[src/rtl/mipsPkg.sv]
package mipsPkg;

	localparam int dataWidth = 32;
	localparam int regAddrWidth = 5;
	localparam int opWidth = 6;
	localparam int immWidth = 16;

	// Primary opcodes
	localparam logic [opWidth-1:0] opRType = 6'd0;
	localparam logic [opWidth-1:0] opJ = 6'd2;
	localparam logic [opWidth-1:0] opBeq = 6'd4;
	localparam logic [opWidth-1:0] opBne = 6'd5;
	localparam logic [opWidth-1:0] opAddi = 6'd8;
	localparam logic [opWidth-1:0] opAddiu = 6'd9;
	localparam logic [opWidth-1:0] opAndi = 6'd12;
	localparam logic [opWidth-1:0] opOri = 6'd13;
	localparam logic [opWidth-1:0] opLw = 6'd35;
	localparam logic [opWidth-1:0] opSw = 6'd43;

	// Function codes under opRType
	localparam logic [5:0] fnAdd = 6'd32;
	localparam logic [5:0] fnAddu = 6'd33;
	localparam logic [5:0] fnSub = 6'd34;
	localparam logic [5:0] fnSubu = 6'd35;
	localparam logic [5:0] fnAnd = 6'd36;
	localparam logic [5:0] fnOr = 6'd37;
	localparam logic [5:0] fnXor = 6'd38;
	localparam logic [5:0] fnNor = 6'd39;
	localparam logic [5:0] fnSlt = 6'd42;

	typedef enum logic [3:0] {
		aluAnd = 4'd0,
		aluOr  = 4'd1,
		aluAdd = 4'd2,
		aluNor = 4'd3,
		aluXor = 4'd4,
		aluSub = 4'd6,
		aluSlt = 4'd7
	} aluOpT;

	typedef struct packed {
		logic [opWidth-1:0]      op;
		logic [regAddrWidth-1:0] rs;
		logic [regAddrWidth-1:0] rt;
		logic [regAddrWidth-1:0] rd;
		logic [4:0]              shamt;
		logic [5:0]              funct;
	} rTypeT;

	typedef struct packed {
		logic [opWidth-1:0]      op;
		logic [regAddrWidth-1:0] rs;
		logic [regAddrWidth-1:0] rt;
		logic [immWidth-1:0]     imm;
	} iTypeT;

	typedef union packed {
		rTypeT rType;
		iTypeT iType;
	} instrT;

	localparam instrT nopWord = '0;

endpackage
[src/rtl/fetchDecodeReg.sv]
`timescale 1ns/10ps

module fetchDecodeReg (
	input  logic                          Clk,
	input  logic                          rst,
	input  logic                          flush,
	input  logic                          stall,
	input  logic [mipsPkg::dataWidth-1:0] fetchInstr,
	input  logic [mipsPkg::dataWidth-1:0] fetchNextPc,
	output mipsPkg::instrT                decInstr,
	output logic [mipsPkg::dataWidth-1:0] decNextPc
);
	import mipsPkg::*;

	always_ff @(posedge Clk) begin
		if (rst || flush) begin
			decInstr <= nopWord; // Bubble
			decNextPc <= '0;
		end else if (!stall) begin
			decInstr <= fetchInstr;
			decNextPc <= fetchNextPc;
		end
	end

	// Redirect and load stall come from the execute stage and must not overlap
	flushStallExclusive: assert property (@(posedge Clk) !(flush && stall));

endmodule

[config.mk]
export PLATFORM = sky130hd
export DESIGN_NAME = fetchDecodeReg
export DESIGN_NICKNAME = d
export VERILOG_FILES = /design/src/rtl/mipsPkg.sv /design/src/rtl/fetchDecodeReg.sv
export SDC_FILE = /design/constraint.sdc
export NUM_CORES = 1
export LEC_CHECK = 0
export ABC_CLOCK_PERIOD_IN_PS = 930
export BUFFER_PORTS_ARGS = -buffer_cell sky130_fd_sc_hd__buf_2
export CAP_MARGIN = 30
export CORE_MARGIN = 2
export CORE_UTILIZATION = 38
export CTS_CLUSTER_SIZE = 12
export DETAILED_ROUTE_END_ITERATION = 6
export PLACE_DENSITY_LB_ADDON = 0.1
export SLEW_MARGIN = 10
export SYNTH_ARGS = -nofsm -noshare
export SYNTH_HDL_FRONTEND = slang
export SYNTH_SLANG_ARGS = --single-unit
[constraint.sdc]
create_clock -name Clk -period 0.93 [get_ports Clk]
set_clock_uncertainty 0.2 [all_clocks]
set_input_delay 0.0465 -clock Clk [delete_from_list [all_inputs] [get_ports Clk]]
set_output_delay 0.0465 -clock Clk [all_outputs]
set_load 0.02 [all_outputs]
After elaboration in Yosys (flattened, before gate mapping)
Cells that the tools add are included.
{"block": "op_classes", "n_reduce_logical": 1}
{"operator": "logical OR 1 bit", "n": 1}
{"block": "word_totals", "out_inout_bits": 64, "ff_bits": 64, "word_cells": 3, "inputBits": 68}

Depth between registers and ports, before layout
{"block": "logic_depth", "ltp_word": 1, "ltp_mapped": 4, "depth_no_buf": 2}

Least setup slack after synthesis
OpenSTA, ideal clock, no wires.
{"block": "synth_path", "path_type": "input -> register", "from": "input stall", "to": "register decInstr[0] (netlist name)", "setup_ns": 0.114, "slack_ns": 0.043, "n_path_buf": 2, "t_arrival_ns": 0.573, "stages": 4, "t_required_ns": 0.616, "path_cell_list": "buf_6 > buf_8 > mux2i_1 > nor2_1"}
{"item": "start, declared", "line_no": "fetchDecodeReg.sv:7", "source": "input logic stall,"}
{"item": "end signal, assigned", "line_no": "fetchDecodeReg.sv:17", "source": "decInstr <= nopWord;"}
{"item": "end signal, assigned", "line_no": "fetchDecodeReg.sv:20", "source": "decInstr <= fetchInstr;"}
{"item": "end, declared", "line_no": "fetchDecodeReg.sv:10", "source": "output mipsPkg::instrT decInstr,"}

Final worst setup path
{"block": "layout_path", "from": "register decInstr[3] (netlist name)", "to": "output decInstr[3] (netlist name)"}
No word-level cell between the ends.

==> PnR_summary.wiki <==
{| class="wikitable"
! Metric !! Value
|-
| Cell area power density || approximately 1400 nW/um^2
|-
| Predominant post-synthesis flop cell || dfxtp_1
|-
| Hold Worst Slack || ~17 ps
|-
| Worst-case register-to-register setup slack || -20 ps
|-
| Worst min-delay path class || in2reg
|-
| CP top delay family || flip-flops
|-
| FF/Latch Area || 1360 um^2
|-
| Detail-routed via count per cell || roughly 4.5
|-
| Hold wc startpoint || rst
|-
| Num Clock Sinks || between 60 and 70
|-
| Starting density of the core || approximately two fifths
|-
| IO buf count || around 130
|-
| Smallest setup slack after layout || -101 ps
|-
| Number of nets in the synthesized netlist || ~280
|-
| Period utilisation layout || 111%
|-
| Die Width || about 83 um
|-
| Fraction of the yosys area taken by sequential cells || 54.6%
|-
| Yosys cell types || 6
|-
| Post-DP HPWL || roughly 3500 um
|-
| Worst path required time || between 600 and 700 ps
|-
| Final Hold Fails || 0
|-
| Cell types occupying the most area after synthesis || dfxtp_1 (55%), mux2i_1 (27%), nor2_1 (10%)
|-
| Non-filler instance count after layout || slightly below 500
|-
| H-Tree Level Count || 3
|-
| Crit path max fanout || 2
|-
| Worst-skew pair later-pin latency || around 320 ps
|-
| Biggest area consumer among synthesized cells || dfxtp_1
|-
| Maximum number of pins on one net before global-route repair || between 40 and 50
|-
| Fill cell total of the finished layout || ~430
|-
| First-pass detailed-route iteration total || 4
|-
| Placed Cells incl. Taps || 404
|-
| Result of the run || complete, but fails checks
|-
| Longest Clk Path Bufs || 2
|-
| Arrival time at the worst endpoint || ~780 ps
|-
| Antenna violations before repair || 0
|-
| Slowest stage cell, crit path || dfxtp_2
|-
| RSZ-0062 raised after global routing || true
|-
| Worst setup path category || reg2out
|-
| Worst supply voltage drop on vdd || between 0.9 and 1 mV
|-
| Root Buffer Master || clkbuf_8
|-
| Startpoint of the most critical register-to-register path || decInstr[16]$_SDFFE_PP0N_
|-
| Global-route congestion overflow total || 0
|-
| End of the worst hold path || decNextPc[7]$_SDFFE_PP0N_
|-
| Kind of start point of the critical path || register
|-
| Clock buffers created by TritonCTS || 9
|-
| Number of antenna-violating nets in the routed design || 0
|-
| EDFF count, synth || 0
|-
| Count of unresolved DRC violations after routing || 0
|-
| Post-synth design cell area || 2350 um^2
|-
| Y dimension of the die || just over 80 um
|-
| Depth of the most critical reg-to-reg path || 3
|-
| TritonCTS clock tree || built
|-
| Max-Slew Margin vs Limit || 85.8%
|-
| CP cell instances || buf_6
|-
| Total Nets Final || ~480
|-
| Register bit total from synthesis || 64
|-
| Overall track demand over capacity in global routing || around a fifth
|-
| Post-synthesis cell count || between 200 and 250
|-
| WL/cell || around 13 um
|-
| Number of slew-limit violations in the final report || 0
|-
| End-of-flow core utilization || 72.8%
|-
| 1st-iter DRT viols || between 60 and 70
|-
| Shortest clock period the worst path allows after layout || between 1000 and 1500 ps
|-
| CP max stage delay || between 300 and 400 ps
|-
| Most instantiated cells after synthesis || dfxtp_1 (64), mux2i_1 (64), nor2_1 (64)
|-
| Count of warnings emitted by yosys || 0
|-
| Worst path bufs/invs || 1
|-
| Via count of the first global-routing pass || 2181
|-
| Endpoint of the worst register-to-register path || decInstr[16]$_SDFFE_PP0N_
|-
| Site Rows || 28
|-
| Fraction of synthesis flops using an asynchronous set or reset pin || 0%
|-
| Routed via count || 2154
|-
| Weighted congestion reported at the end of routability-driven placement || slightly below 0.7
|-
| Layout overhead on the synthesized area || 84.5%
|-
| Maximum Capacitance Violations || 0
|-
| Standby leakage power || 2.10 nW
|-
| Nature of the critical path endpoint || output pin
|-
| Violated checks || setup timing
|-
| Proportion of layout cells with a drive suffix above 1 || between 50% and 60%
|-
| Area inside the core boundary || 5960 um^2
|-
| Max Clock Freq || between 0.9 and 1 GHz
|-
| Final wirelength || about 6500 um
|-
| Avg Synthesized Cell Area || approximately 11 um^2
|-
| Transition time of the tightest slew-check pin || 213 ps
|-
| Area occupied by multi-input gates || 887 um^2
|-
| Antenna diodes || 0
|-
| Finish-stage setup viols || 66
|-
| Wire length of the first global-routing pass || 9800 um
|-
| IO Pins || 132
|-
| Area share of the largest cell type after synthesis || roughly 55%
|-
| Die outline area || between 6000 and 7000 um^2
|-
| Count of cells along the worst hold path || 4
|-
| Clock transition at the registers of the reported paths || approximately 60 ps
|}
[layout by cell type (no fill, tap or decap), drive strengths merged]
cell type     count
nor2             64
mux2i            64
dfxtp            64
dlygate4sd3      63
dlymetal6s4s      1
or2               1
buf             139
clkbuf           13
[where the power goes]
group	switching [W]	total, W	internal (W)
Combinational	0.000418	0.00103	0.000616
Sequential	0.0000633	0.00291	0.00285
Clock	0.000939	0.00215	0.00122
Total	0.00142	0.00610	0.00468
[through the flow]
stage                     instance area [um^2]  total power [W]  worst slack, ps  TNS [ps]
final                                     4330          0.00610             -101     -5660
after global routing                      4330          0.00639             -147     -8390
after CTS                                 4310          0.00615             -114     -6630
after detailed placement                  3010          0.00364             -142     -7380
after global placement                    3010          0.00363             -119     -6560
after floorplan                           2350          0.00340             42.6         0
[cells by family after synthesis]
group                  synth area share, %
buffers and inverters                 7.67
DFF                                   54.6
and+or+nand+nor                       10.5
muxes                                 27.3
[worst max-delay path by stage]
stage,start,to,slack [ps],cells after the start
after floorplan,stall,decInstr[0]$_SDFFE_PP0N_,40,4
after global placement,flush,decInstr[22]$_SDFFE_PP0N_,-120,4
after detailed placement,flush,decInstr[17]$_SDFFE_PP0N_,-140,4
after CTS,decInstr[3]$_SDFFE_PP0N_,decInstr[3],-110,1
after global routing,decNextPc[11]$_SDFFE_PP0N_,decNextPc[11],-150,1
final,decInstr[3]$_SDFFE_PP0N_,decInstr[3],-100,1
[layout make-up]
cell class	instances	share of cell area, %
multi-input combinational	129	20.5
timing repair buffer	203	41.8
sequential	64	31.4
tap	75	2.17
clock buffer	13	4.13
[repair_timing]
action | in CTS | in global routing
resized for setup | 192 | 1
endpoints found under the setup margin | 64 | 65
hold buffers | 64 | 0
pin swaps | 0 | 1
setup buffers | 0 | 3
hold endpoints to repair | 64 | 0
[worst register-to-register path: stages (launching register included)]
cell     delay [ps]
dfxtp_2         330
buf_4           120
mux2i_1         120
nor2_1           70
[sequential cells by signal, summed over array words and instances (netlist names)]
signal,cells
decInstr,32
decNextPc,32
[layer usage]
| metal | global-route usage, % | up-vias | part of all wire, % |
|---|---|---|---|
| met5 | 0 | - | 0 |
| met4 | 11.0 | 0 | 2.2 |
| met3 | 6.96 | 13 | 8.0 |
| met2 | 33.2 | 87 | 51 |
| met1 | 20.4 | 968 | 39 |
| li1 | - | 1086 | - |
No activity file was read; power rests on OpenSTA's default activity.
