[config.mk]
export PLATFORM = sky130hd
export DESIGN_NAME = instructionFetch
export DESIGN_NICKNAME = d
export VERILOG_FILES = /design/src/rtl/mipsPkg.sv /design/src/rtl/instructionFetch.sv
export SDC_FILE = /design/constraint.sdc
export NUM_CORES = 2
export LEC_CHECK = 0
export ABC_AREA = 1
export BUFFER_PORTS_ARGS = -buffer_cell sky130_fd_sc_hd__buf_2
export CORE_MARGIN = 2
export CORE_UTILIZATION = 62
export CTS_CLUSTER_DIAMETER = 50
export DETAILED_ROUTE_END_ITERATION = 7
export PLACE_DENSITY_LB_ADDON = 0.1
export SKIP_CTS_REPAIR_TIMING = 1
export SLEW_MARGIN = 20
export SYNTH_ARGS = -nofsm -noshare
export SYNTH_HDL_FRONTEND = slang
export SYNTH_SLANG_ARGS = --single-unit
[constraint.sdc]
create_clock -name Clk -period 5.63 [get_ports Clk]
set_clock_uncertainty 0.1 [all_clocks]
set_input_delay 0.563 -clock Clk [delete_from_list [all_inputs] [get_ports Clk]]
set_output_delay 0.563 -clock Clk [all_outputs]
set_load 0.05 [all_outputs]
[src/rtl/mipsPkg.sv]
package mipsPkg;

	localparam int dataWidth = 32;
	localparam int regAddrWidth = 5;
	localparam int opWidth = 6;
	localparam int immWidth = 16;

	// Primary opcodes
	localparam logic [opWidth-1:0] opRType = 6'd0;
	localparam logic [opWidth-1:0] opJ = 6'd2;
	localparam logic [opWidth-1:0] opBeq = 6'd4;
	localparam logic [opWidth-1:0] opBne = 6'd5;
	localparam logic [opWidth-1:0] opAddi = 6'd8;
	localparam logic [opWidth-1:0] opAddiu = 6'd9;
	localparam logic [opWidth-1:0] opAndi = 6'd12;
	localparam logic [opWidth-1:0] opOri = 6'd13;
	localparam logic [opWidth-1:0] opLw = 6'd35;
	localparam logic [opWidth-1:0] opSw = 6'd43;

	// Function codes under opRType
	localparam logic [5:0] fnAdd = 6'd32;
	localparam logic [5:0] fnAddu = 6'd33;
	localparam logic [5:0] fnSub = 6'd34;
	localparam logic [5:0] fnSubu = 6'd35;
	localparam logic [5:0] fnAnd = 6'd36;
	localparam logic [5:0] fnOr = 6'd37;
	localparam logic [5:0] fnXor = 6'd38;
	localparam logic [5:0] fnNor = 6'd39;
	localparam logic [5:0] fnSlt = 6'd42;

	typedef enum logic [3:0] {
		aluAnd = 4'd0,
		aluOr  = 4'd1,
		aluAdd = 4'd2,
		aluNor = 4'd3,
		aluXor = 4'd4,
		aluSub = 4'd6,
		aluSlt = 4'd7
	} aluOpT;

	typedef struct packed {
		logic [opWidth-1:0]      op;
		logic [regAddrWidth-1:0] rs;
		logic [regAddrWidth-1:0] rt;
		logic [regAddrWidth-1:0] rd;
		logic [4:0]              shamt;
		logic [5:0]              funct;
	} rTypeT;

	typedef struct packed {
		logic [opWidth-1:0]      op;
		logic [regAddrWidth-1:0] rs;
		logic [regAddrWidth-1:0] rt;
		logic [immWidth-1:0]     imm;
	} iTypeT;

	typedef union packed {
		rTypeT rType;
		iTypeT iType;
	} instrT;

	localparam instrT nopWord = '0;

endpackage
[src/rtl/instructionFetch.sv]
`timescale 1ns/10ps

module instructionFetch #(
	parameter int imemWords = 64
) (
	input  logic                          Clk,
	input  logic                          rst,
	input  logic                          stall,
	input  logic                          redirect,
	input  logic [mipsPkg::dataWidth-1:0] redirectPc,
	input  logic                          imemWriteEn,
	input  logic [$clog2(imemWords)-1:0]  imemAddr,
	input  logic [mipsPkg::dataWidth-1:0] imemData,
	output logic [mipsPkg::dataWidth-1:0] fetchInstr,
	output logic [mipsPkg::dataWidth-1:0] fetchNextPc
);
	import mipsPkg::*;

	localparam int indexWidth = $clog2(imemWords);

	logic [dataWidth-1:0] pc;
	logic [dataWidth-1:0] imem [imemWords];

	assign fetchNextPc = pc + dataWidth'(4);
	assign fetchInstr = imem[pc[indexWidth+1:2]]; // Word index

	always_ff @(posedge Clk) begin
		if (rst)
			pc <= '0;
		else if (redirect)
			pc <= redirectPc;
		else if (!stall)
			pc <= fetchNextPc;
	end

	always_ff @(posedge Clk) begin
		if (imemWriteEn)
			imem[imemAddr] <= imemData; // Program load
	end

	// Program may only be written while the core is held in reset
	imemLoadInReset: assert property (@(posedge Clk) imemWriteEn |-> rst);

endmodule

* After elaboration in Yosys (flattened, before gate mapping)
Memories as Yosys holds them, arrays and structs flattened. A register that Yosys moved wholly into a read port is not among the register bits.
Cells that the tools add are included.
** Cells by class
- Add/sub/neg operators :: 1
- Equality and inequality tests :: 1
- Muxes and demuxes :: 6
** Operator list (count)
- two-way mux 32 bit :: 2
- adder 32 x 3 -> 32 bit, second input constant :: 1
- two-way mux 6 bit :: 2
- two-way mux 1 bit :: 2
- != test 2 x 1 -> 1 bit, second input constant :: 1
** Word-level totals
- Output and inout bits :: 64
- Memories :: 1
- Register bits :: 32
- Bits of input ports :: 75
- Bits in writable memories :: 2048
** Memory list
- imem :: words 64, bits a word 32, read ports 1, clocked after memory_dff 1, write ports 1, line instructionFetch.sv:22 : logic [dataWidth-1:0] imem [imemWords];

* Depth between registers and ports, before layout
- Depth after elaboration :: 5
- Depth in mapped cells :: 13
- Mapped depth without buffers :: 10

* Worst setup path before layout
No wires, ideal clock.
- Kind :: input port to flip-flop
- From :: in imemWriteEn
- To :: mem imem[48][0] (enable)
- Cell stages on the path :: 3
- Buffers on the path :: 1
- Slack :: 0.837 ns
- Arrival time :: 4.191 ns
- Cell sequence :: clkbuf_1 -> nand4_1 -> nor4_1
** Between the ends
- Longest elaborated chain between the ends :: 2
** Ends and longest elaborated chain
- from (decl) :: line instructionFetch.sv:11 : input logic imemWriteEn,
- two-way mux 1 bit :: line instructionFetch.sv:37 : if (imemWriteEn)
- two-way mux 1 bit (implied by the code) :: line instructionFetch.sv:38 : imem[imemAddr] <= imemData;
- to (decl) :: line instructionFetch.sv:22
Every way passes these cells.

==> impl_metrics.json <==
{
  "status": "complete, but fails checks",
  "violations": "hold timing",
  "power_uw": 33200,
  "start_util": 0.624,
  "synthArstFlopShare": 0,
  "synthTopCellsByCount": "nand2_1, edfxtp_1, nand3_1",
  "hold_class": "in2reg",
  "wl_um": 235000,
  "rows": 135,
  "r2r_start": "pc[4]",
  "place_congestion": 0.856,
  "worstPathArrival_ns": 4.16,
  "synth_top_area_frac": 0.729,
  "ys_ff_latch": 2086,
  "gr-total-overflow": 0,
  "fin_crit_sh": 0.856,
  "pwr-share-comb": 0.081,
  "regToRegEndpoint": "pc[15]",
  "ff2ff_setup_slack_ns": 3.68,
  "cts_made_buffers": 205,
  "setup_tns_ns": 0,
  "portBuffers": 138,
  "grt_pass1_vias": 53523,
  "p_per_area_mw_per_mm2": 354,
  "antenna_found_initial": 11,
  "area_growth_pct": 11.2,
  "cp-end-kind": "primary output",
  "finalSetupViolCount": 0,
  "crit_fanout": 201,
  "avgSynthCellArea_um2": 11.9,
  "hp-start": "redirectPc[21]",
  "max_clock_freq_mhz": 207,
  "multi_input_area_mm2": 0.0200,
  "final_layout_size_suffix_gt1_frac": 0.0888,
  "route.detailed.wl_per_inst_um": 25.8,
  "hpwl_um": 122000,
  "worstSetupPathType": "reg2out",
  "fin_nets": 7238,
  "vias": 57024,
  "vias_per_cell": 6.25,
  "finalHoldViolations": 4,
  "ys_types": 26,
  "grt_start_max_net_pins": 202,
  "sequentialPowerShare": 0.519,
  "fillers": 9451,
  "critPathCapture": "fetchInstr[1]",
  "whs_ns": -0.0296,
  "ant_nets": 0,
  "r2r_cells": 8,
  "intPower_uw": 25400,
  "clkPwrFrac": 0.400,
  "core_mm2": 0.135,
  "start_kind": "flip-flop",
  "fin_crit_ns": 4.82,
  "cap_viol_max_count": 0,
  "rsz0062_at_grt": "false",
  "drt_iter0_drc": 8398,
  "yosys-top-cells-area": "edfxtp_1, nand3_1, nand2_1, buf_2, dfxtp_1",
  "clk_latency_ns": 0.83,
  "yosysMostFrequentCell": "nand2_1",
  "clock_path_buffers": 3,
  "dr.pass1.iters": 7,
  "ioPinCount": 139,
  "seqCellArea_mm2": 0.0623,
  "cts.sinks": 2086,
  "drc": 0,
  "cts_tree": "done",
  "worst_slew_pin_slew_ns": 1.10,
  "swShare": 0.236,
  "syn_inst": 7101,
  "root_buffer": "clkbuf_16",
  "synth_warnings": 0,
  "power.leakage_uw": 0.0332,
  "netlist_area_mm2": 0.0844,
  "clkSlewWorstSetupHoldPaths_ns": 0.06,
  "p_sw_uw": 7830,
  "synth_top_area_cell": "edfxtp_1",
  "grt_use_total": 0.337,
  "die_y_um": 373,
  "grt_pass1_wl_um": 346000,
  "cp.required_ns": 4.97,
  "peakVddDrop_v": 0.000402,
  "cts_max_level": 4,
  "fp.dieW_um": 373,
  "die_area_mm2": 0.139,
  "ys_seq_area_frac": 0.738,
  "synthFlopType": "edfxtp_1",
  "syn_nets": 7177,
  "max-slew-margin-rel": 0.264,
  "finalMaxSlewViolations": 0,
  "synth_edf_count": 2048
}
==> state kept, by name (all words and copies together) (netlist names), named ones only <==
register,cells
imem,2048
pc,32
==> critical path, cell delays in order (launching register included) <==
cell and delay [ns]:
dfxtp_4 0.51, inv_16 0.58, buf_4 0.49, nand2_1 0.09, nand3_1 0.08, nand3_1 0.09, nand3_1 0.12, nand2_1 0.14
nand2_1 0.09, nand3_1 0.32, nand2_1 0.25, buf_2 0.29
==> power by group through the flow <==
stage	Combinational (µW)	Sequential, µW	Clock, µW
2_1_floorplan	1630	17500	0
3_3_place_gp	2590	17600	0
3_5_place_dp	2630	17600	0
4_1_cts	2640	17200	13400
5_1_grt	2890	17200	14000
6_report	2690	17200	13300
==> final cells by class <==
type / instances / area share
sequential: 2086 / 0.664
inverter: 45 / 0.00220
clock buffer: 261 / 0.0585
tap: 1781 / 0.0238
timing repair buffer: 317 / 0.0272
clock inverter: 114 / 0.0102
antenna: 9 / 0.000240
multi-input combinational: 4507 / 0.214
==> how the worst min path moves through the flow <==
| stage | slack (ns) | end | cells past startpoint |
|---|---|---|---|
| 2_1_floorplan | 0.36 | pc[1] | 2 |
| 3_3_place_gp | 0.37 | pc[1] | 2 |
| 3_5_place_dp | 0.40 | pc[1] | 2 |
| 4_1_cts | -0.19 | pc[1] | 3 |
| 5_1_grt | 0.006 | pc[20] | 5 |
| 6_report | -0.03 | pc[21] | 5 |
==> cells in the final DEF, fill, tap and decap left out, types with 3 or more instances in the layout <==
master and n:
edfxtp_1 2048, bufinv_16 16, clkinv_1 51, a22o_1 6, clkinvlp_4 3, nor4_2 8, nand2_1 2376, buf_2 122
nor2_1 56, clkbuf_1 49, inv_8 3, nand4_1 10, nor2_2 4, dlygate4sd3_1 20, dfxtp_1 32, a31oi_1 7
xnor2_1 3, inv_1 40, o21ai_0 20, inv_6 7, nor2_4 56, clkinv_2 36, a21oi_1 21, and2_1 3
buf_12 34, nand3_1 1924, xor2_1 11, buf_4 141, dfxtp_4 5, clkbuf_16 212, diode_2 9
==> logic make-up after synthesis <==
kind of cell | after synthesis | share of synthesized area
fa+ha+maj | 1 | 0.000148
flops | 2086 | 0.738
xor+xnor | 14 | 0.00145
simple gates | 4437 | 0.227
compound gates | 55 | 0.00366
buf+inv | 508 | 0.0300
==> per-stage QoR <==
stage / utilization / area, µm² / instances / setup slack, ns / hold slack [ns]
after global placement: 0.643 / 87100 / 8716 / 1.81 / 0.373
after CTS: 0.691 / 93500 / 9091 / 0.883 / -0.192
after detailed placement: 0.644 / 87100 / 8716 / 1.80 / 0.399
after global routing: 0.693 / 93800 / 9111 / 0.617 / 0.00618
final: 0.693 / 93800 / 9120 / 0.809 / -0.0296
after floorplan: - / 84400 / 7101 / 0.837 / 0.364
==> per-layer routing <==
metal,vias to the layer above,global-route usage,routed length (µm),part of all wire
li1,25324,-,-,-
met1,27713,0.486,91500,0.39
met2,3489,0.522,108000,0.46
met3,496,0.0624,27000,0.11
met4,2,0.116,8250,0.035
met5,-,0,7,0.000030
(Power assumes the default switching activity.)
