[src/rtl/mipsPkg.sv]
package mipsPkg;

	localparam int dataWidth = 32;
	localparam int regAddrWidth = 5;
	localparam int opWidth = 6;
	localparam int immWidth = 16;

	// Primary opcodes
	localparam logic [opWidth-1:0] opRType = 6'd0;
	localparam logic [opWidth-1:0] opJ = 6'd2;
	localparam logic [opWidth-1:0] opBeq = 6'd4;
	localparam logic [opWidth-1:0] opBne = 6'd5;
	localparam logic [opWidth-1:0] opAddi = 6'd8;
	localparam logic [opWidth-1:0] opAddiu = 6'd9;
	localparam logic [opWidth-1:0] opAndi = 6'd12;
	localparam logic [opWidth-1:0] opOri = 6'd13;
	localparam logic [opWidth-1:0] opLw = 6'd35;
	localparam logic [opWidth-1:0] opSw = 6'd43;

	// Function codes under opRType
	localparam logic [5:0] fnAdd = 6'd32;
	localparam logic [5:0] fnAddu = 6'd33;
	localparam logic [5:0] fnSub = 6'd34;
	localparam logic [5:0] fnSubu = 6'd35;
	localparam logic [5:0] fnAnd = 6'd36;
	localparam logic [5:0] fnOr = 6'd37;
	localparam logic [5:0] fnXor = 6'd38;
	localparam logic [5:0] fnNor = 6'd39;
	localparam logic [5:0] fnSlt = 6'd42;

	typedef enum logic [3:0] {
		aluAnd = 4'd0,
		aluOr  = 4'd1,
		aluAdd = 4'd2,
		aluNor = 4'd3,
		aluXor = 4'd4,
		aluSub = 4'd6,
		aluSlt = 4'd7
	} aluOpT;

	typedef struct packed {
		logic [opWidth-1:0]      op;
		logic [regAddrWidth-1:0] rs;
		logic [regAddrWidth-1:0] rt;
		logic [regAddrWidth-1:0] rd;
		logic [4:0]              shamt;
		logic [5:0]              funct;
	} rTypeT;

	typedef struct packed {
		logic [opWidth-1:0]      op;
		logic [regAddrWidth-1:0] rs;
		logic [regAddrWidth-1:0] rt;
		logic [immWidth-1:0]     imm;
	} iTypeT;

	typedef union packed {
		rTypeT rType;
		iTypeT iType;
	} instrT;

	localparam instrT nopWord = '0;

endpackage
[src/rtl/executeStage.sv]
`timescale 1ns/10ps

module executeStage #(
	parameter int dmemWords = 64
) (
	input  logic                             Clk,
	input  logic                             rst,
	input  mipsPkg::instrT                   decInstr,
	input  logic [mipsPkg::dataWidth-1:0]    decNextPc,
	output logic                             redirect,
	output logic [mipsPkg::dataWidth-1:0]    redirectPc,
	output logic                             stall,
	output logic                             regWriteEn,
	output logic [mipsPkg::regAddrWidth-1:0] regWriteAddr,
	output logic [mipsPkg::dataWidth-1:0]    regWriteData,
	output logic                             memWriteEn,
	output logic [mipsPkg::dataWidth-1:0]    memAddr,
	output logic [mipsPkg::dataWidth-1:0]    memWriteData
);
	import mipsPkg::*;

	aluOpT aluOp;
	logic aluSrcImm, immSigned, regDstRd, regWrite;
	logic memRead, memWrite, branchEq, branchNe, jump;
	logic loadPending;
	logic aluZero;
	logic branchTaken;
	logic [dataWidth-1:0] readDataA, readDataB;
	logic [dataWidth-1:0] immExt, operandB, aluResult, memReadData;
	logic [dataWidth-1:0] branchTarget, jumpTarget;

	controlDecoder u_decoder (
		.decInstr(decInstr), .aluOp(aluOp), .aluSrcImm(aluSrcImm), .immSigned(immSigned),
		.regDstRd(regDstRd), .regWrite(regWrite), .memRead(memRead), .memWrite(memWrite),
		.branchEq(branchEq), .branchNe(branchNe), .jump(jump)
	);

	registerFile u_regFile (
		.Clk(Clk), .rst(rst), .readAddrA(decInstr.rType.rs), .readAddrB(decInstr.rType.rt),
		.writeEn(regWriteEn), .writeAddr(regWriteAddr), .writeData(regWriteData),
		.readDataA(readDataA), .readDataB(readDataB)
	);

	assign immExt = {{(dataWidth-immWidth){immSigned && decInstr.iType.imm[immWidth-1]}},
		decInstr.iType.imm};
	assign operandB = aluSrcImm ? immExt : readDataB;

	alu u_alu (
		.aluOp(aluOp), .operandA(readDataA), .operandB(operandB),
		.result(aluResult), .zero(aluZero)
	);

	dataMemory #(.dmemWords(dmemWords)) u_dataMem (
		.Clk(Clk), .writeEn(memWrite), .readEn(stall), .addr(aluResult),
		.writeData(readDataB), .readData(memReadData)
	);

	// Branch and jump resolution
	assign branchTaken = (branchEq && aluZero) || (branchNe && !aluZero);
	assign branchTarget = decNextPc + {immExt[dataWidth-3:0], 2'b00};
	assign jumpTarget = {decNextPc[dataWidth-1:dataWidth-4], decInstr.rType.rs,
		decInstr.rType.rt, decInstr.rType.rd, decInstr.rType.shamt,
		decInstr.rType.funct, 2'b00};
	assign redirect = branchTaken || jump;
	assign redirectPc = jump ? jumpTarget : branchTarget;

	// Load holds the stage one extra cycle for the memory read
	assign stall = memRead && !loadPending;

	always_ff @(posedge Clk) begin
		if (rst)
			loadPending <= 1'b0;
		else
			loadPending <= stall;
	end

	assign regWriteAddr = regDstRd ? decInstr.rType.rd : decInstr.rType.rt;
	assign regWriteData = memRead ? memReadData : aluResult;
	assign regWriteEn = regWrite && (!memRead || loadPending) && (regWriteAddr != '0);

	assign memWriteEn = memWrite;
	assign memAddr = aluResult;
	assign memWriteData = readDataB;

endmodule

[src/rtl/dataMemory.sv]
`timescale 1ns/10ps

module dataMemory #(
	parameter int dmemWords = 64
) (
	input  logic                          Clk,
	input  logic                          writeEn,
	input  logic                          readEn,
	input  logic [mipsPkg::dataWidth-1:0] addr,
	input  logic [mipsPkg::dataWidth-1:0] writeData,
	output logic [mipsPkg::dataWidth-1:0] readData
);
	import mipsPkg::*;

	localparam int indexWidth = $clog2(dmemWords);

	logic [dataWidth-1:0] mem [dmemWords];
	logic [indexWidth-1:0] index;

	assign index = addr[indexWidth+1:2]; // Byte to word address

	always_ff @(posedge Clk) begin
		if (writeEn)
			mem[index] <= writeData;
		if (readEn)
			readData <= mem[index];
	end

	// Only whole words are supported
	wordAligned: assert property (@(posedge Clk) (readEn || writeEn) |-> (addr[1:0] == 2'b00));

endmodule

[src/rtl/registerFile.sv]
`timescale 1ns/10ps

module registerFile (
	input  logic                             Clk,
	input  logic                             rst,
	input  logic [mipsPkg::regAddrWidth-1:0] readAddrA,
	input  logic [mipsPkg::regAddrWidth-1:0] readAddrB,
	input  logic                             writeEn,
	input  logic [mipsPkg::regAddrWidth-1:0] writeAddr,
	input  logic [mipsPkg::dataWidth-1:0]    writeData,
	output logic [mipsPkg::dataWidth-1:0]    readDataA,
	output logic [mipsPkg::dataWidth-1:0]    readDataB
);
	import mipsPkg::*;

	localparam int numRegs = 2 ** regAddrWidth;

	logic [dataWidth-1:0] regs [numRegs];

	// r0 is hardwired
	assign readDataA = (readAddrA == '0) ? '0 : regs[readAddrA];
	assign readDataB = (readAddrB == '0) ? '0 : regs[readAddrB];

	always_ff @(posedge Clk) begin
		if (rst) begin
			for (int i = 0; i < numRegs; i++)
				regs[i] <= '0;
		end else if (writeEn && (writeAddr != '0)) begin
			regs[writeAddr] <= writeData;
		end
	end

endmodule

[src/rtl/controlDecoder.sv]
`timescale 1ns/10ps

module controlDecoder (
	input  mipsPkg::instrT decInstr,
	output mipsPkg::aluOpT aluOp,
	output logic           aluSrcImm,
	output logic           immSigned,
	output logic           regDstRd,
	output logic           regWrite,
	output logic           memRead,
	output logic           memWrite,
	output logic           branchEq,
	output logic           branchNe,
	output logic           jump
);
	import mipsPkg::*;

	always_comb begin
		aluOp = aluAnd;
		aluSrcImm = 1'b0;
		immSigned = 1'b0;
		regDstRd = 1'b0;
		regWrite = 1'b0;
		memRead = 1'b0;
		memWrite = 1'b0;
		branchEq = 1'b0;
		branchNe = 1'b0;
		jump = 1'b0;
		case (decInstr.rType.op)
			opRType: begin
				regDstRd = 1'b1;
				regWrite = 1'b1;
				case (decInstr.rType.funct)
					fnAdd, fnAddu: aluOp = aluAdd;
					fnSub, fnSubu: aluOp = aluSub;
					fnAnd: aluOp = aluAnd;
					fnOr: aluOp = aluOr;
					fnXor: aluOp = aluXor;
					fnNor: aluOp = aluNor;
					fnSlt: aluOp = aluSlt;
					default: begin // Includes the all-zero no-op
						regDstRd = 1'b0;
						regWrite = 1'b0;
					end
				endcase
			end
			opAddi, opAddiu: begin
				aluOp = aluAdd;
				aluSrcImm = 1'b1;
				immSigned = 1'b1;
				regWrite = 1'b1;
			end
			opAndi: begin
				aluOp = aluAnd;
				aluSrcImm = 1'b1;
				regWrite = 1'b1;
			end
			opOri: begin
				aluOp = aluOr;
				aluSrcImm = 1'b1;
				regWrite = 1'b1;
			end
			opLw: begin
				aluOp = aluAdd;
				aluSrcImm = 1'b1;
				immSigned = 1'b1;
				regWrite = 1'b1;
				memRead = 1'b1;
			end
			opSw: begin
				aluOp = aluAdd;
				aluSrcImm = 1'b1;
				immSigned = 1'b1;
				memWrite = 1'b1;
			end
			opBeq, opBne: begin
				aluOp = aluSub; // Compare via zero flag
				immSigned = 1'b1; // Signed branch offset
				branchEq = (decInstr.iType.op == opBeq);
				branchNe = (decInstr.iType.op == opBne);
			end
			opJ: jump = 1'b1;
			default: ;
		endcase
	end

endmodule

[src/rtl/alu.sv]
`timescale 1ns/10ps

module alu (
	input  mipsPkg::aluOpT                aluOp,
	input  logic [mipsPkg::dataWidth-1:0] operandA,
	input  logic [mipsPkg::dataWidth-1:0] operandB,
	output logic [mipsPkg::dataWidth-1:0] result,
	output logic                          zero
);
	import mipsPkg::*;

	logic lessThan;

	assign lessThan = ($signed(operandA) < $signed(operandB)); // Signed SLT

	always_comb begin
		case (aluOp)
			aluAnd: result = operandA & operandB;
			aluOr: result = operandA | operandB;
			aluAdd: result = operandA + operandB;
			aluXor: result = operandA ^ operandB;
			aluNor: result = ~(operandA | operandB);
			aluSub: result = operandA - operandB;
			aluSlt: result = {{(dataWidth-1){1'b0}}, lessThan};
			default: result = '0;
		endcase
	end

	assign zero = (result == '0); // Drives BEQ/BNE

endmodule

[config.mk]
export PLATFORM = sky130hd
export DESIGN_NAME = executeStage
export DESIGN_NICKNAME = d
export VERILOG_FILES = /design/src/rtl/mipsPkg.sv /design/src/rtl/executeStage.sv /design/src/rtl/dataMemory.sv /design/src/rtl/registerFile.sv /design/src/rtl/controlDecoder.sv /design/src/rtl/alu.sv
export SDC_FILE = /design/constraint.sdc
export NUM_CORES = 2
export LEC_CHECK = 0
export BUFFER_PORTS_ARGS = -buffer_cell sky130_fd_sc_hd__buf_2
export CORE_MARGIN = 1
export CORE_UTILIZATION = 25
export CTS_BUF_LIST = sky130_fd_sc_hd__clkbuf_4 sky130_fd_sc_hd__clkbuf_8 sky130_fd_sc_hd__clkbuf_16
export CTS_CLUSTER_SIZE = 24
export DETAILED_ROUTE_END_ITERATION = 6
export PLACE_DENSITY = 0.39
export SETUP_SLACK_MARGIN = 0.2
export SKIP_CTS_REPAIR_TIMING = 1
export SLEW_MARGIN = 30
export SYNTH_ARGS = -nofsm -noshare
export SYNTH_HDL_FRONTEND = slang
export SYNTH_SLANG_ARGS = --single-unit
[constraint.sdc]
create_clock -name Clk -period 12.2 [get_ports Clk]
set_clock_uncertainty 0.05 [all_clocks]
set_input_delay 2.44 -clock Clk [delete_from_list [all_inputs] [get_ports Clk]]
set_output_delay 2.44 -clock Clk [all_outputs]
set_load 0.05 [all_outputs]
Word-level counts from Yosys, hierarchy flattened
Memories as Yosys holds them, arrays and structs flattened. A register that Yosys moved wholly into a read port is not among the register bits.
Index checks and enable logic that the tools add are counted.

word-level totals
  register bits = 1
  latch bits = 0
  bits in writable memories = 3,072
  ROM bits = 0
  bits of input ports = 66
  output and inout port bits = 137
  logic and storage cells = 92
  memories kept = 2

memories
  name            words  bits a word  read ports  clocked after memory_dff  wr ports  line                source
  u_dataMem.mem   64     32           1           1                         1         dataMemory.sv:17    logic [dataWidth-1:0] mem [dmemWords];
  u_regFile.regs  32     32           2           0                         32        registerFile.sv:18  logic [dataWidth-1:0] regs [numRegs];

cells by class
  add/sub/neg operators = 3
  $mul = 0
  div/mod/pow operators = 0
  order comparisons = 1
  equal/unequal tests = 24
  shift-type cells = 0
  mux-type cells = 29
  bitwise operators = 4
  reduce and logical (&&, ||, !) cells = 28

operator list
  operator              count
  $pmux W32 S7          1
  $mux W32              6
  $eq A6 B6 Y1 const B  11
  $add A32 B32 Y32      2
  $and A32 B32 Y32      1
  $logic_not A32 Y1     1
  $lt A32 B32 Y1        1
  $not A32 Y32          1
  $or A32 B32 Y32       1
  $reduce_or A32 Y1     1
  $sub A32 B32 Y32      1
  $xor A32 B32 Y32      1
  $eq A6 B4 Y1 const B  4
  $pmux W3 S6           1
  $mux W1               17
  $pmux W4 S4           1
  $eq A4 B3 Y1 const B  3
  $eq A6 B3 Y1 const B  2
  $reduce_or A6 Y1      2
  $logic_not A5 Y1      2
  $mux W5               2
  $reduce_or A9 Y1      1
  $eq A4 B2 Y1 const B  2
  $logic_and A1 B1 Y1   7
  other kinds (11)      17

Longest topological paths before layout
  word-level depth = 13
  mapped depth = 30
  mapped depth without buffers = 23

Hierarchy
A second synthesis with hierarchy kept.

second synthesis, totals
  cell total of the unflattened synthesis = 9,157
  area, all modules = 143,091.0 um2

modules (own cells, without submodules)
  module          times used  cells an instance  area each (um2)
  dataMemory      1           4,239              79,248.5
  registerFile    1           3,502              54,232.0
  alu             1           979                6,411.1
  executeStage    1           399                2,952.8
  controlDecoder  1           38                 246.5

Worst setup path after synthesis
OpenSTA, ideal clock, no wires.

  path type = input port to output port
  start = input decInstr[16] in the netlist's numbering
  end = output regWriteData[0] in the netlist's numbering
  arrival time = 11,213 ps
  required time = 9,710 ps
  path slack = -1,503 ps
  stages on the path = 20
  path buffers = 6
  cell sequence = clkbuf_1 buf_1 buf_1 or4_1 nor2_1 clkbuf_1 nor2_1 a21oi_1 ha_1 clkbuf_1 a21o_1 a21oi_1 a2bb2oi_1 o211ai_1 a31oi_1 nor2_1 o41ai_1 mux2i_1 clkbuf_1 inv_1

between the ends
  elaborated cells on any way between the ends = 13
  those cells by class = 2 x add/sub; 1 x order compare; 4 x mux; 4 x bitwise; 1 x reduce/logical; 1 x memory

RTL lines
  what                                                 line                source
  start, declared                                      executeStage.sv:8   input mipsPkg::instrT decInstr,
  $mem_v2 Z32 W32 or $logic_not A5 Y1 (tied branches)  n/a
  $mux W32 (*)                                         registerFile.sv:22  assign readDataB = (readAddrB == '0) ? '0 : regs[readAddrB];
  via memWriteData (one bit)                           executeStage.sv:18  output logic [mipsPkg::dataWidth-1:0] memWriteData
  $mux W32 (*)                                         executeStage.sv:46  assign operandB = aluSrcImm ? immExt : readDataB;
  $lt A32 B32 Y1 (*)                                   alu.sv:14           assign lessThan = ($signed(operandA) < $signed(operandB));
  $pmux W32 S7 (*)                                     alu.sv:17           case (aluOp)
  via memAddr (one bit)                                executeStage.sv:17  output logic [mipsPkg::dataWidth-1:0] memAddr,
  $mux W32 (*)                                         executeStage.sv:78  assign regWriteData = memRead ? memReadData : aluResult;
  end, declared                                        executeStage.sv:15  output logic [mipsPkg::dataWidth-1:0] regWriteData,

The timed path passes the listed nets; every way through them passes the cells marked *.

Worst setup path in the final report
  start = input decInstr[16] in the netlist's numbering
  end = output redirect

between the ends
  cells in the longest elaborated chain, start to end = 11
  elaborated cells on any way between the ends = 18
  those cells by class = 2 x add/sub; 1 x order compare; 3 x mux; 4 x bitwise; 7 x reduce/logical; 1 x memory

ends and longest elaborated chain
  what                                                                      line                source
  $mem_v2 Z32 W32 or $logic_not A5 Y1 (tied branches)                       n/a
  $mux W32 (*)                                                              registerFile.sv:22
  $mux W32 (*)                                                              executeStage.sv:46
  parallel branches: the longest is 2 deep, another holds $sub A32 B32 Y32  n/a
  $pmux W32 S7 (*)                                                          alu.sv:17
  $logic_not A32 Y1 (*)                                                     alu.sv:29           assign zero = (result == '0);
  $logic_not A1 Y1                                                          executeStage.sv:59  assign branchTaken = (branchEq && aluZero) || (branchNe && !aluZero);
  $logic_and A1 B1 Y1                                                       executeStage.sv:59
  $logic_or A1 B1 Y1 (*)                                                    executeStage.sv:59
  $logic_or A1 B1 Y1 (*)                                                    executeStage.sv:64  assign redirect = branchTaken || jump;
  end, declared                                                             executeStage.sv:10  output logic redirect,

Every way passes the cells marked *.

==> results.tsv <==
metric	value	unit
drv_cap	0	
drt_pass1_iterations	7	
final_cell_area	0.169	mm²
cts_tree	done	
synth_top_area_cell	edfxtp_1	
ys.warnings.count	0	
p_leak	58.8	nW
path_common_cell	buf_4	
fill_cells	56900	
synth_cells	10900	
ctsHtreeMaxLevel	5	
timing.rr.start	u_regFile.regs[14][0]$_SDFFCE_PN0P_	
reg2reg_depth	25	
synth-async-reset-ratio	0	%
min_period	11.73	ns
synth_flop_cell	edfxtp_1	
startpoint	decInstr[16]	
ff_latch_area	0.0932	mm²
powerDensity	174	mW/mm²
status	complete, but fails checks	
drive_above_1_share	20.1	%
grt-ovfl-total	0	
cp-start-kind	primary input	
max_stage_delay	0.54	ns
cts.sinks	3105	
ys_ff_latch	3105	
cp_slowest_cell	or3b_4	
setup_viol	0	
grt.total_usage	20.2	%
rsz0062_at_grt	false	
clk_pin_slew	0.05	ns
max-slew-margin-rel	23.0	%
die_w	755	µm
synth_edf_count	3104	
critPathBufInv	7	
area_growth	19.2	%
dp.cells	18500	
cts_buffers	360	
root_buffer	clkbuf_16	
clk_latency	1.02	ns
regToRegEndpoint	u_dataMem.readData[21]$_DFFE_PP_	
die_y	755	µm
synthTopCellsByArea	edfxtp_1 66%, mux4_2 8.9%, nand2_1 5.7%, nor2_1 3.3%, nand3_1 3.2%	
die_area	0.570	mm²
critPathArrivalTime	9.24	ns
clk_path_buf_depth	4	
fmax	0.0853	GHz
io_buffer_count	202	
initial_core_util	25.1	%
ant_nets	0	
pre_cts_ws	-0.318	ns
ir_worst_vdd	0.113	mV
grt_pass1_vias	95800	
drc_errors	1	
finalWirelength	595	mm
first_iter_violations	10400	
worst_setup_path_end_kind	primary output	
required	9.71	ns
placed_area	0.157	mm²
drv_slew	0	
rows	276	
fin_crit_sh	96.1	%
design.core.area	0.565	mm²
fin_nets	11500	
hold_viol_final	0	
grt_pass1_wl	812	mm
wl_per_cell	31.1	µm
synth_top_area_share	65.8	%
failed_checks	DRC	
synth_area	0.142	mm²
whs	0.462	ns
synth-seq-area-share	65.8	%
avgSynthCellArea	13.0	µm²
fin_ws	0.471	ns
cp-endpoint	redirect	
synth.distinct_cells	81	
dpl.hpwl	359	mm
place.gp.congestion	0.846	
path_class	primary input to primary output	
antenna_found_initial	45	
post-route-util	29.9	%
multiInputGateArea	0.0465	mm²
min_path_type	flip-flop to flip-flop	
tightestPinTransition	1.15	ns
vias	98100	
worstPathMaxFanout	17	
cpLargestDelayFamily	simple AND/OR/NAND/NOR gates	
rrSetupSlack	4.06	ns
worst-path-stages	27	
grt_start_max_net_pins	123	
vias_per_cell	5.12	
pin_count	203	
layoutNonFillerInstCount	19100	
==> worst min-delay path by stage <==
stage                                 from                endpoint  depth (start not counted)
detailed placement  loadPending$_SDFF_PP0_  loadPending$_SDFF_PP0_                          1
floorplan           loadPending$_SDFF_PP0_  loadPending$_SDFF_PP0_                          1
finish              loadPending$_SDFF_PP0_  loadPending$_SDFF_PP0_                          1
global route        loadPending$_SDFF_PP0_  loadPending$_SDFF_PP0_                          1
CTS                 loadPending$_SDFF_PP0_  loadPending$_SDFF_PP0_                          1
global placement    loadPending$_SDFF_PP0_  loadPending$_SDFF_PP0_                          1
==> power by group <==
| group | switching [mW] | internal [mW] |
|---|---|---|
| sequential | 0.0707 | 12.1 |
| clock | 4.67 | 6.27 |
| combinational | 4.49 | 1.72 |
| total | 9.23 | 20.1 |
==> area by class of cell <==
| class | instances | share of cell area, % |
|---|---|---|
| diodes | 13 | 0.0193 |
| clock buffers | 436 | 5.70 |
| clock inverters | 219 | 1.23 |
| inverters | 156 | 0.361 |
| multi-input cells | 6835 | 27.5 |
| flip-flops and latches | 3105 | 55.2 |
| well taps | 7506 | 5.56 |
| repair buffers | 876 | 4.46 |
==> placed cells by master, fill, tap and decap left out, types with 25 or more instances in the layout <==
master     Yosys  layout
clkbuf_16      0     365
mux2i_1      164     138
a21o_1        32      32
clkinv_2       0      60
o22ai_1       71      69
nand2b_1      56      25
nand3_1      896     895
nor2_1      1231    1130
o221ai_1      29      29
conb_1         1      32
mux2_2        50      50
and3_1       186     185
a31oi_1      126     125
buf_4          0     590
buf_12         0      91
a21oi_1      248     232
ha_1         138     138
mux4_2       560     560
a311oi_1     215     214
nand2b_2       0      31
bufinv_16      0      30
nor3_1        99      89
nor2_4         0      98
buf_2         10     177
or3_1         39      36
edfxtp_1    3104    3104
o21ai_0       99      95
clkinv_1       1      86
inv_1        153     152
o31ai_1       27      27
a211oi_1      42      40
clkbuf_4       0      74
nand2_1     2154    2118
==> cell usage after synthesis, types with 19 or more instances <==
library cell  count
nor3_1           99
nand3_1         896
a21oi_1         248
buf_1           191
o21ai_0          99
a31oi_1         126
a221oi_1         22
nand2b_1         56
and3_1          186
nand2_1        2154
a211oi_1         42
a311oi_1        215
a21o_1           32
nor2b_1          19
nor2_1         1231
mux2i_1         164
ha_1            138
mux4_2          560
o211ai_1         24
or3_1            39
clkbuf_1        675
inv_1           153
o31ai_1          27
o22ai_1          71
edfxtp_1       3104
mux2_2           50
o221ai_1         29
a22o_1           24
==> sequential cells by signal, summed over array words and instances (netlist names) <==
signal and flops:
u_regFile.regs 1024, u_dataMem.mem 2048, loadPending 1, u_dataMem.readData 32
==> per-stage QoR <==
step           power, mW  setup TNS (ns)
6_report            29.3               0
5_1_grt             30.3               0
4_1_cts             29.5          -0.332
3_3_place_gp        18.6          -0.376
3_5_place_dp        18.6          -0.318
2_1_floorplan       15.6               0
==> routing by layer <==
layer	GRT usage, %	vias up	routed length [µm]
met5	0	-	80
met4	5.37	10	17400
met3	3.34	833	41100
met2	33.5	3842	283000
met1	27.2	51700	253000
li1	-	41700	-
==> logic make-up (layout without fill, tap and decap cells) <==
logic type / after synthesis / in the layout / share of synthesized area, %
mux: 774 / 774 / 10.5
simple gates: 4763 / 4763 / 14.2
flops: 3105 / 3105 / 65.8
compound gates: 1097 / 1097 / 5.38
other cells: 1 / 45 / 0.00265
fa+ha+maj: 141 / 141 / 1.26
buf+inv: 1032 / 1687 / 2.74
xor+xnor: 28 / 28 / 0.173
Note: power is estimated with default switching activity, not from simulation.
